$ cat src/hw/awb_pkg.sv
package awb_pkg;

    // channel width of one pixel component
    localparam int pix_w  = 8;
    // per-channel mean after the shift
    localparam int mean_w = 16;
    // gain word, low 8 bits are fraction
    localparam int gain_w = 24;

    // reset values, a mean of 1 over a mean of 1 gives unity gain
    localparam logic [mean_w-1:0] mean_one = mean_w'(1);
    localparam logic [gain_w-1:0] gain_one = gain_w'(256);

    // one rgb pixel
    typedef struct packed {
        logic [pix_w-1:0] r;
        logic [pix_w-1:0] g;
        logic [pix_w-1:0] b;
    } rgb_t;

    // video beat with syncs, travels through every stage
    typedef struct packed {
        logic vsync;
        logic hsync;
        logic den;
        rgb_t pix;
    } video_t;

    // frame statistics, stats to divider
    typedef struct packed {
        logic [mean_w-1:0] r;
        logic [mean_w-1:0] g;
        logic [mean_w-1:0] b;
    } means_t;

    // per-channel gains, divider to apply
    typedef struct packed {
        logic [gain_w-1:0] r;
        logic [gain_w-1:0] g;
        logic [gain_w-1:0] b;
    } gains_t;

endpackage

$ cat src/hw/awb_stats.sv
module awb_stats import awb_pkg::*; #(
    parameter int stat_shift = 16
) (
    input  logic   clk,
    input  logic   reset_n,
    input  video_t vid_in,
    output video_t vid_s1,
    output logic   frame_start,
    output means_t means
);

    // nibble width taken from each channel
    localparam int nib_w = 4;
    // largest shifted sum that still leaves room for the plus one
    localparam logic [31:0] shifted_max = 32'((1 << mean_w) - 2);

    logic        vsync_rise;
    logic        vsync_fall;
    logic [31:0] sum_r;
    logic [31:0] sum_g;
    logic [31:0] sum_b;

    // plus one on every mean keeps the divisor nonzero
    function automatic logic [mean_w-1:0] to_mean(input logic [31:0] sum);
        logic [31:0] shifted;
        shifted = (sum >> stat_shift) + 32'd1;
        return shifted[mean_w-1:0];
    endfunction

    // upper nibble of a channel zero extended to the sum width
    function automatic logic [31:0] nibble(input logic [pix_w-1:0] c);
        return 32'(c[pix_w-1 -: nib_w]);
    endfunction

    // vid_s1 holds last cycle's vsync so edges come from it
    assign vsync_rise = vid_in.vsync & ~vid_s1.vsync;
    assign vsync_fall = ~vid_in.vsync & vid_s1.vsync;

    // first pipeline stage
    always_ff @(posedge clk or negedge reset_n) begin
        if (!reset_n) begin
            vid_s1 <= '0;
        end else begin
            vid_s1 <= vid_in;
        end
    end

    // start of frame pulse for the divider
    always_ff @(posedge clk or negedge reset_n) begin
        if (!reset_n) begin
            frame_start <= 1'b0;
        end else begin
            frame_start <= vsync_rise;
        end
    end

    // accumulate active pixels and clear at frame start
    always_ff @(posedge clk or negedge reset_n) begin
        if (!reset_n) begin
            sum_r <= '0;
            sum_g <= '0;
            sum_b <= '0;
        end else if (vsync_rise) begin
            sum_r <= '0;
            sum_g <= '0;
            sum_b <= '0;
        end else if (vid_in.den) begin
            sum_r <= sum_r + nibble(vid_in.pix.r);
            sum_g <= sum_g + nibble(vid_in.pix.g);
            sum_b <= sum_b + nibble(vid_in.pix.b);
        end
    end

    // means held from one vsync fall to the next
    always_ff @(posedge clk or negedge reset_n) begin
        if (!reset_n) begin
            means.r <= mean_one;
            means.g <= mean_one;
            means.b <= mean_one;
        end else if (vsync_fall) begin
            means.r <= to_mean(sum_r);
            means.g <= to_mean(sum_g);
            means.b <= to_mean(sum_b);
        end
    end

    // mean must fit mean_w bits or it wraps toward zero
    a_mean_fits: assert property (
        @(posedge clk) disable iff (!reset_n)
        vsync_fall |-> (sum_r >> stat_shift) <= shifted_max
                    && (sum_g >> stat_shift) <= shifted_max
                    && (sum_b >> stat_shift) <= shifted_max
    );

endmodule

$ cat src/hw/awb_gain_divider.sv
module awb_gain_divider import awb_pkg::*; (
    input  logic   clk,
    input  logic   reset_n,
    input  logic   frame_start,
    input  means_t means,
    output gains_t gains,
    output logic   gains_valid
);

    // one quotient bit per step
    localparam int div_steps = gain_w;

    typedef enum logic [1:0] {
        st_idle,
        st_load,
        st_run,
        st_pub
    } state_t;

    state_t            state;
    logic [1:0]        ch;
    logic [4:0]        cnt;
    means_t            means_q;
    gains_t            acc;
    logic [mean_w-1:0] div_sel;
    logic [mean_w-1:0] divisor;
    logic [mean_w-1:0] rem;
    logic [gain_w-1:0] quo;
    logic [mean_w:0]   trial_in;
    logic [mean_w:0]   trial;
    logic [mean_w-1:0] rem_next;
    logic [gain_w-1:0] quo_next;

    // channel order r, g, b
    always_comb begin
        case (ch)
            2'd0:    div_sel = means_q.r;
            2'd1:    div_sel = means_q.g;
            default: div_sel = means_q.b;
        endcase
    end

    // one restoring step, shift in the next dividend bit
    always_comb begin
        trial_in = {rem, quo[gain_w-1]};
        trial    = trial_in - {1'b0, divisor};
        if (trial_in >= {1'b0, divisor}) begin
            rem_next = trial[mean_w-1:0];
            quo_next = {quo[gain_w-2:0], 1'b1};
        end else begin
            rem_next = trial_in[mean_w-1:0];
            quo_next = {quo[gain_w-2:0], 1'b0};
        end
    end

    // sequencer over the three channels
    always_ff @(posedge clk or negedge reset_n) begin
        if (!reset_n) begin
            state       <= st_idle;
            ch          <= '0;
            cnt         <= '0;
            gains.r     <= gain_one;
            gains.g     <= gain_one;
            gains.b     <= gain_one;
            gains_valid <= 1'b0;
        end else begin
            gains_valid <= 1'b0;
            case (state)
                st_idle: begin
                    if (frame_start) begin
                        ch    <= '0;
                        state <= st_load;
                    end
                end
                st_load: begin
                    cnt   <= '0;
                    state <= st_run;
                end
                st_run: begin
                    cnt <= cnt + 5'd1;
                    if (cnt == 5'(div_steps - 1)) begin
                        if (ch == 2'd2) begin
                            state <= st_pub;
                        end else begin
                            ch    <= ch + 2'd1;
                            state <= st_load;
                        end
                    end
                end
                default: begin
                    // all three gains switch together
                    gains       <= acc;
                    gains_valid <= 1'b1;
                    state       <= st_idle;
                end
            endcase
        end
    end

    // datapath, follows the sequencer
    always_ff @(posedge clk) begin
        if (state == st_idle && frame_start) begin
            means_q <= means;
        end
        if (state == st_load) begin
            // green mean times 256 over the channel mean
            rem     <= '0;
            quo     <= {means_q.g, 8'd0};
            divisor <= div_sel;
        end else if (state == st_run) begin
            rem <= rem_next;
            quo <= quo_next;
            if (cnt == 5'(div_steps - 1)) begin
                case (ch)
                    2'd0:    acc.r <= quo_next;
                    2'd1:    acc.g <= quo_next;
                    default: acc.b <= quo_next;
                endcase
            end
        end
    end

    // stats adds one to every mean, so zero means a broken mean path
    a_divisor_nonzero: assert property (
        @(posedge clk) disable iff (!reset_n)
        state == st_load |-> div_sel != '0
    );

    // frame too short for the divider, this start gets dropped
    a_start_when_idle: assert property (
        @(posedge clk) disable iff (!reset_n)
        frame_start |-> state == st_idle
    );

endmodule

$ cat src/hw/awb_gain_apply.sv
module awb_gain_apply import awb_pkg::*; (
    input  logic   clk,
    input  logic   reset_n,
    input  video_t vid_s1,
    input  gains_t gains,
    output video_t vid_out
);

    // full product width, pixel times gain
    localparam int prod_w = pix_w + gain_w;

    // stage two register contents
    typedef struct packed {
        logic              vsync;
        logic              hsync;
        logic              den;
        logic [prod_w-1:0] r;
        logic [prod_w-1:0] g;
        logic [prod_w-1:0] b;
    } prod_t;

    prod_t s2;
    rgb_t  clipped;

    // drop the fraction and saturate to the pixel range
    function automatic logic [pix_w-1:0] clip(input logic [prod_w-1:0] p);
        logic [prod_w-9:0] whole;
        whole = p[prod_w-1:8];
        if (whole > prod_w'(255)) begin
            return '1;
        end
        return whole[pix_w-1:0];
    endfunction

    // stage two sync bits
    always_ff @(posedge clk or negedge reset_n) begin
        if (!reset_n) begin
            s2.vsync <= 1'b0;
            s2.hsync <= 1'b0;
            s2.den   <= 1'b0;
        end else begin
            s2.vsync <= vid_s1.vsync;
            s2.hsync <= vid_s1.hsync;
            s2.den   <= vid_s1.den;
        end
    end

    // stage two products
    always_ff @(posedge clk) begin
        s2.r <= prod_w'(vid_s1.pix.r) * prod_w'(gains.r);
        s2.g <= prod_w'(vid_s1.pix.g) * prod_w'(gains.g);
        s2.b <= prod_w'(vid_s1.pix.b) * prod_w'(gains.b);
    end

    assign clipped.r = clip(s2.r);
    assign clipped.g = clip(s2.g);
    assign clipped.b = clip(s2.b);

    // stage three output
    always_ff @(posedge clk or negedge reset_n) begin
        if (!reset_n) begin
            vid_out <= '0;
        end else begin
            vid_out.vsync <= s2.vsync;
            vid_out.hsync <= s2.hsync;
            vid_out.den   <= s2.den;
            vid_out.pix   <= clipped;
        end
    end

endmodule

$ cat src/hw/awb_top.sv
module awb_top import awb_pkg::*; #(
    parameter int stat_shift = 16
) (
    input  logic   clk,
    input  logic   reset_n,
    input  video_t vid_in,
    output video_t vid_out
);

    video_t vid_s1;
    logic   frame_start;
    means_t means;
    gains_t gains;
    logic   gains_valid;

    // frame statistics, first pipeline stage
    awb_stats #(
        .stat_shift (stat_shift)
    ) u_stats (
        .clk         (clk),
        .reset_n     (reset_n),
        .vid_in      (vid_in),
        .vid_s1      (vid_s1),
        .frame_start (frame_start),
        .means       (means)
    );

    // gains from the previous frame's means
    awb_gain_divider u_divider (
        .clk         (clk),
        .reset_n     (reset_n),
        .frame_start (frame_start),
        .means       (means),
        .gains       (gains),
        .gains_valid (gains_valid)
    );

    // stages two and three
    awb_gain_apply u_apply (
        .clk     (clk),
        .reset_n (reset_n),
        .vid_s1  (vid_s1),
        .gains   (gains),
        .vid_out (vid_out)
    );

    // new gains must land in the blanking after vsync rise,
    // never while a pixel is entering the multiplier
    a_gains_in_blank: assert property (
        @(posedge clk) disable iff (!reset_n)
        gains_valid |=> !vid_s1.den
    );

endmodule

$ cat config.mk
export PLATFORM = sky130hd
export DESIGN_NAME = awb_top
export DESIGN_NICKNAME = d
export VERILOG_FILES = /design/src/hw/awb_pkg.sv /design/src/hw/awb_stats.sv /design/src/hw/awb_gain_divider.sv /design/src/hw/awb_gain_apply.sv /design/src/hw/awb_top.sv
export SDC_FILE = /design/constraint.sdc
export NUM_CORES = 2
export LEC_CHECK = 0
export BUFFER_PORTS_ARGS = -buffer_cell sky130_fd_sc_hd__buf_2
export CAP_MARGIN = 20
export CORE_ASPECT_RATIO = 0.75
export CORE_UTILIZATION = 55
export DETAILED_ROUTE_END_ITERATION = 7
export PLACE_DENSITY = 0.71
export SETUP_SLACK_MARGIN = 0.15
export SLEW_MARGIN = 30
export SYNTH_ARGS = -nofsm -noshare
export SYNTH_HDL_FRONTEND = slang
export SYNTH_SLANG_ARGS = --single-unit
$ cat constraint.sdc
create_clock -name clk -period 4.93 [get_ports clk]
set_input_delay 1.2325 -clock clk [delete_from_list [all_inputs] [get_ports clk]]
set_output_delay 1.2325 -clock clk [all_outputs]
set_load 0.1 [all_outputs]
==> impl_metrics.env <==
export IMPL_drtIter0Drc=1568
export IMPL_reg2reg_from="u_stats.vid_s1[13]"
export IMPL_die_h_um=227
export IMPL_drv_slew=0
export IMPL_netlist_area_um2=37300
export IMPL_start_util_pct=55.7
export IMPL_rrSetupSlack_ns=0.06
export IMPL_async_flop_share_pct=53.3
export IMPL_finalSetupTns_ns=0
export IMPL_max_slew_margin_rel_pct=37.3
export IMPL_avgSynthCellArea_um2=10.5
export IMPL_worstMarginPinSlew_ns=0.937
export IMPL_ioPinCount=56
export IMPL_hold_class="flop to flop"
export IMPL_antenna_found_initial=4
export IMPL_wl_per_cell_um=16.8
export IMPL_synth_fp_nets=4160
export IMPL_whs_endpoint="u_apply.vid_out[25]"
export IMPL_synth_enable_flop_cells=152
export IMPL_netlist_area_leader_share_pct=21.3
export IMPL_antenna_cells=0
export IMPL_min_from="u_apply.s2[97]"
export IMPL_worstPathRequired_ns=5.44
export IMPL_area_growth_synth_to_final_pct=16.3
export IMPL_holdPathStages=0
export IMPL_postPlaceCellArea_um2=40100
export IMPL_crit_fanout=4
export IMPL_drcViolationCount=0
export IMPL_clock_path_buffers=3
export IMPL_die_area_um2=68800
export IMPL_antenna_left=0
export IMPL_vias=25056
export IMPL_clk_latency_ns=0.64
export IMPL_cp_arrival_ns=5.38
export IMPL_rr_worst_depth=20
export IMPL_fp_dieW_um=303
export IMPL_yosysUniqueCellTypes=80
export IMPL_cts_root_buf="clkbuf_16"
export IMPL_synth_seq_area_share_pct=36.4
export IMPL_critical_path_class="flop to flop"
export IMPL_rsz0062_at_grt="yes"
export IMPL_clock_sinks=531
export IMPL_drive_above_1_share_pct=19.3
export IMPL_tritoncts="yes"
export IMPL_dp_hpwl_mm=57.5
export IMPL_setup_viol=0
export IMPL_routed_wl_mm=79.7
export IMPL_fmax_ghz=0.205
export IMPL_layout_nets=4427
export IMPL_final_area_um2=43400
export IMPL_finalHoldViolations=0
export IMPL_grt_pass1_vias=25617
export IMPL_fin_skew_ns=0.0354
export IMPL_worstSetupEndpointType="flop"
export IMPL_finalNonFillerCells=4742
export IMPL_cts_max_level=2
export IMPL_gp_congestion=0.872
export IMPL_ys_ff_latch=531
export IMPL_utilization_pct=64.8
export IMPL_cts_made_buffers=53
export IMPL_rows=82
export IMPL_timing_final_crit_period_ns=4.87
export IMPL_grt_usage_pct=23.8
export IMPL_maxCapViolCount=0
export IMPL_clk_pin_slew_worst_paths_ns=0.06
export IMPL_yosys_area_top_type="fa_1"
export IMPL_syn_inst=3548
export IMPL_outcome="completed"
export IMPL_rr_endpoint="u_apply.s2[58]"
export IMPL_synth_common_cells="472 x inv_1, 399 x and2_1, 397 x fa_1"
export IMPL_gr_total_overflow=0
export IMPL_avgViaCountPerCell=5.28
export IMPL_yosys_most_used_dff="dfrtp_1"
export IMPL_placed_cells=4582
export IMPL_drt_first_pass_iters=5
export IMPL_synth_area_leaders="fa_1 21%, dfrtp_1 19%, edfxtp_1 12%"
export IMPL_yosysMostFrequentCell="inv_1"
export IMPL_ys_warnings_count=0
export IMPL_io_buffers=55
export IMPL_worst_setup_path_start_kind="flop"
export IMPL_coreArea_um2=66900
export IMPL_fin_crit_sh_pct=98.9
export IMPL_grt_max_degree=103
export IMPL_grt_pass1_wl_mm=131
critical path, cell delays in order (launching register included):
cell	delay (ns)
dfrtp_2	0.46
buf_4	0.17
and2_1	0.16
fa_2	0.59
fa_2	0.45
fa_1	0.49
inv_1	0.05
fa_1	0.47
inv_1	0.06
ha_4	0.22
buf_4	0.14
a31oi_1	0.16
a31oi_2	0.12
and2_4	0.17
o211ai_1	0.08
buf_4	0.16
a21oi_4	0.05
or2_4	0.25
o31ai_4	0.25
o21ba_2	0.21
xnor2_2	0.06
stage by stage:
| step | setup slack (ns) | hold slack [ns] |
|---|---|---|
| finish | 0.0567 | 0.348 |
| global route | -0.101 | 0.358 |
| CTS | 0.0156 | 0.349 |
| detailed placement | -0.267 | 0.335 |
| global placement | -0.197 | 0.332 |
| floorplan | 0.124 | 0.331 |
routing by layer:
metal | up-vias | track usage [%] | part of all wire [%]
li1 | 11906 | - | -
met1 | 12533 | 35.6 | 48
met2 | 515 | 37.3 | 46
met3 | 100 | 3.08 | 4.8
met4 | 2 | 5.24 | 1.7
met5 | - | 0 | 0.016
worst max-delay path by stage:
stage	from	to	slack, ns	depth (start not counted)
after global placement	u_stats.vid_s1[19]	u_apply.s2[95]	-0.20	17
after floorplan	u_stats.vid_s1[10]	u_apply.s2[61]	0.12	18
after detailed placement	u_stats.vid_s1[19]	u_apply.s2[95]	-0.27	17
final	u_stats.vid_s1[13]	u_apply.s2[58]	0.06	20
after CTS	u_stats.vid_s1[15]	u_apply.s2[61]	0.02	18
after global routing	u_stats.vid_s1[7]	u_apply.s2[31]	-0.10	19
state kept, by name (all words and copies together) (netlist names):
signal	flops
u_divider.ch	2
u_divider.rem	16
u_stats.sum_b	32
u_divider.cnt	5
u_apply.s2	75
u_stats.frame_start	1
u_stats.vid_s1	27
u_divider.state	2
u_divider.quo	24
u_divider.means_q	48
u_divider.acc	72
u_divider.divisor	16
u_divider.gains	72
u_stats.sum_r	32
u_stats.sum_g	32
u_apply.vid_out	27
u_stats.means	48
placed cells by master, fill, tap and decap left out, types with 96 or more instances in the layout:
cell type,n
dfrtp_1,254
dfxtp_1,96
inv_1,455
nand2_1,334
ha_1,149
nor2_1,187
buf_4,227
xnor2_1,101
and2_1,373
fa_1,382
edfxtp_1,152
kinds of logic after synthesis:
logic type                 Yosys count  synth area share [%]
and+or+nand+nor                   1186                  16.3
adders and majority gates          583                  27.6
AOI/OAI and AO/OA                  369                  6.46
xor gates and xnor gates           183                  4.30
buffers and inverters              597                  6.04
muxes                               99                  2.91
DFF                                531                  36.4
repair_timing:
action | in CTS | in global routing
hold buffers | 0 | 0
setup endpoints to repair | 34 | 38
endpoints found under the hold margin | 0 | 0
gates cloned | 0 | 3
pin swaps | 84 | 147
buffers inserted | 32 | 24
gates resized for setup | 89 | 163
area by class of cell:
| type | count | area [um2] |
|---|---|---|
| inverters | 472 | 1770 |
| clock inverters | 23 | 218 |
| well taps | 882 | 1100 |
| flip-flops and latches | 531 | 13600 |
| repair buffers | 337 | 2750 |
| clock buffers | 77 | 1530 |
| multi-input cells | 2420 | 22400 |
| fillers | 5229 | 23500 |
Power is not shown: default switching activity piles up to over one toggle a cycle in this logic, so the estimate is an artifact.
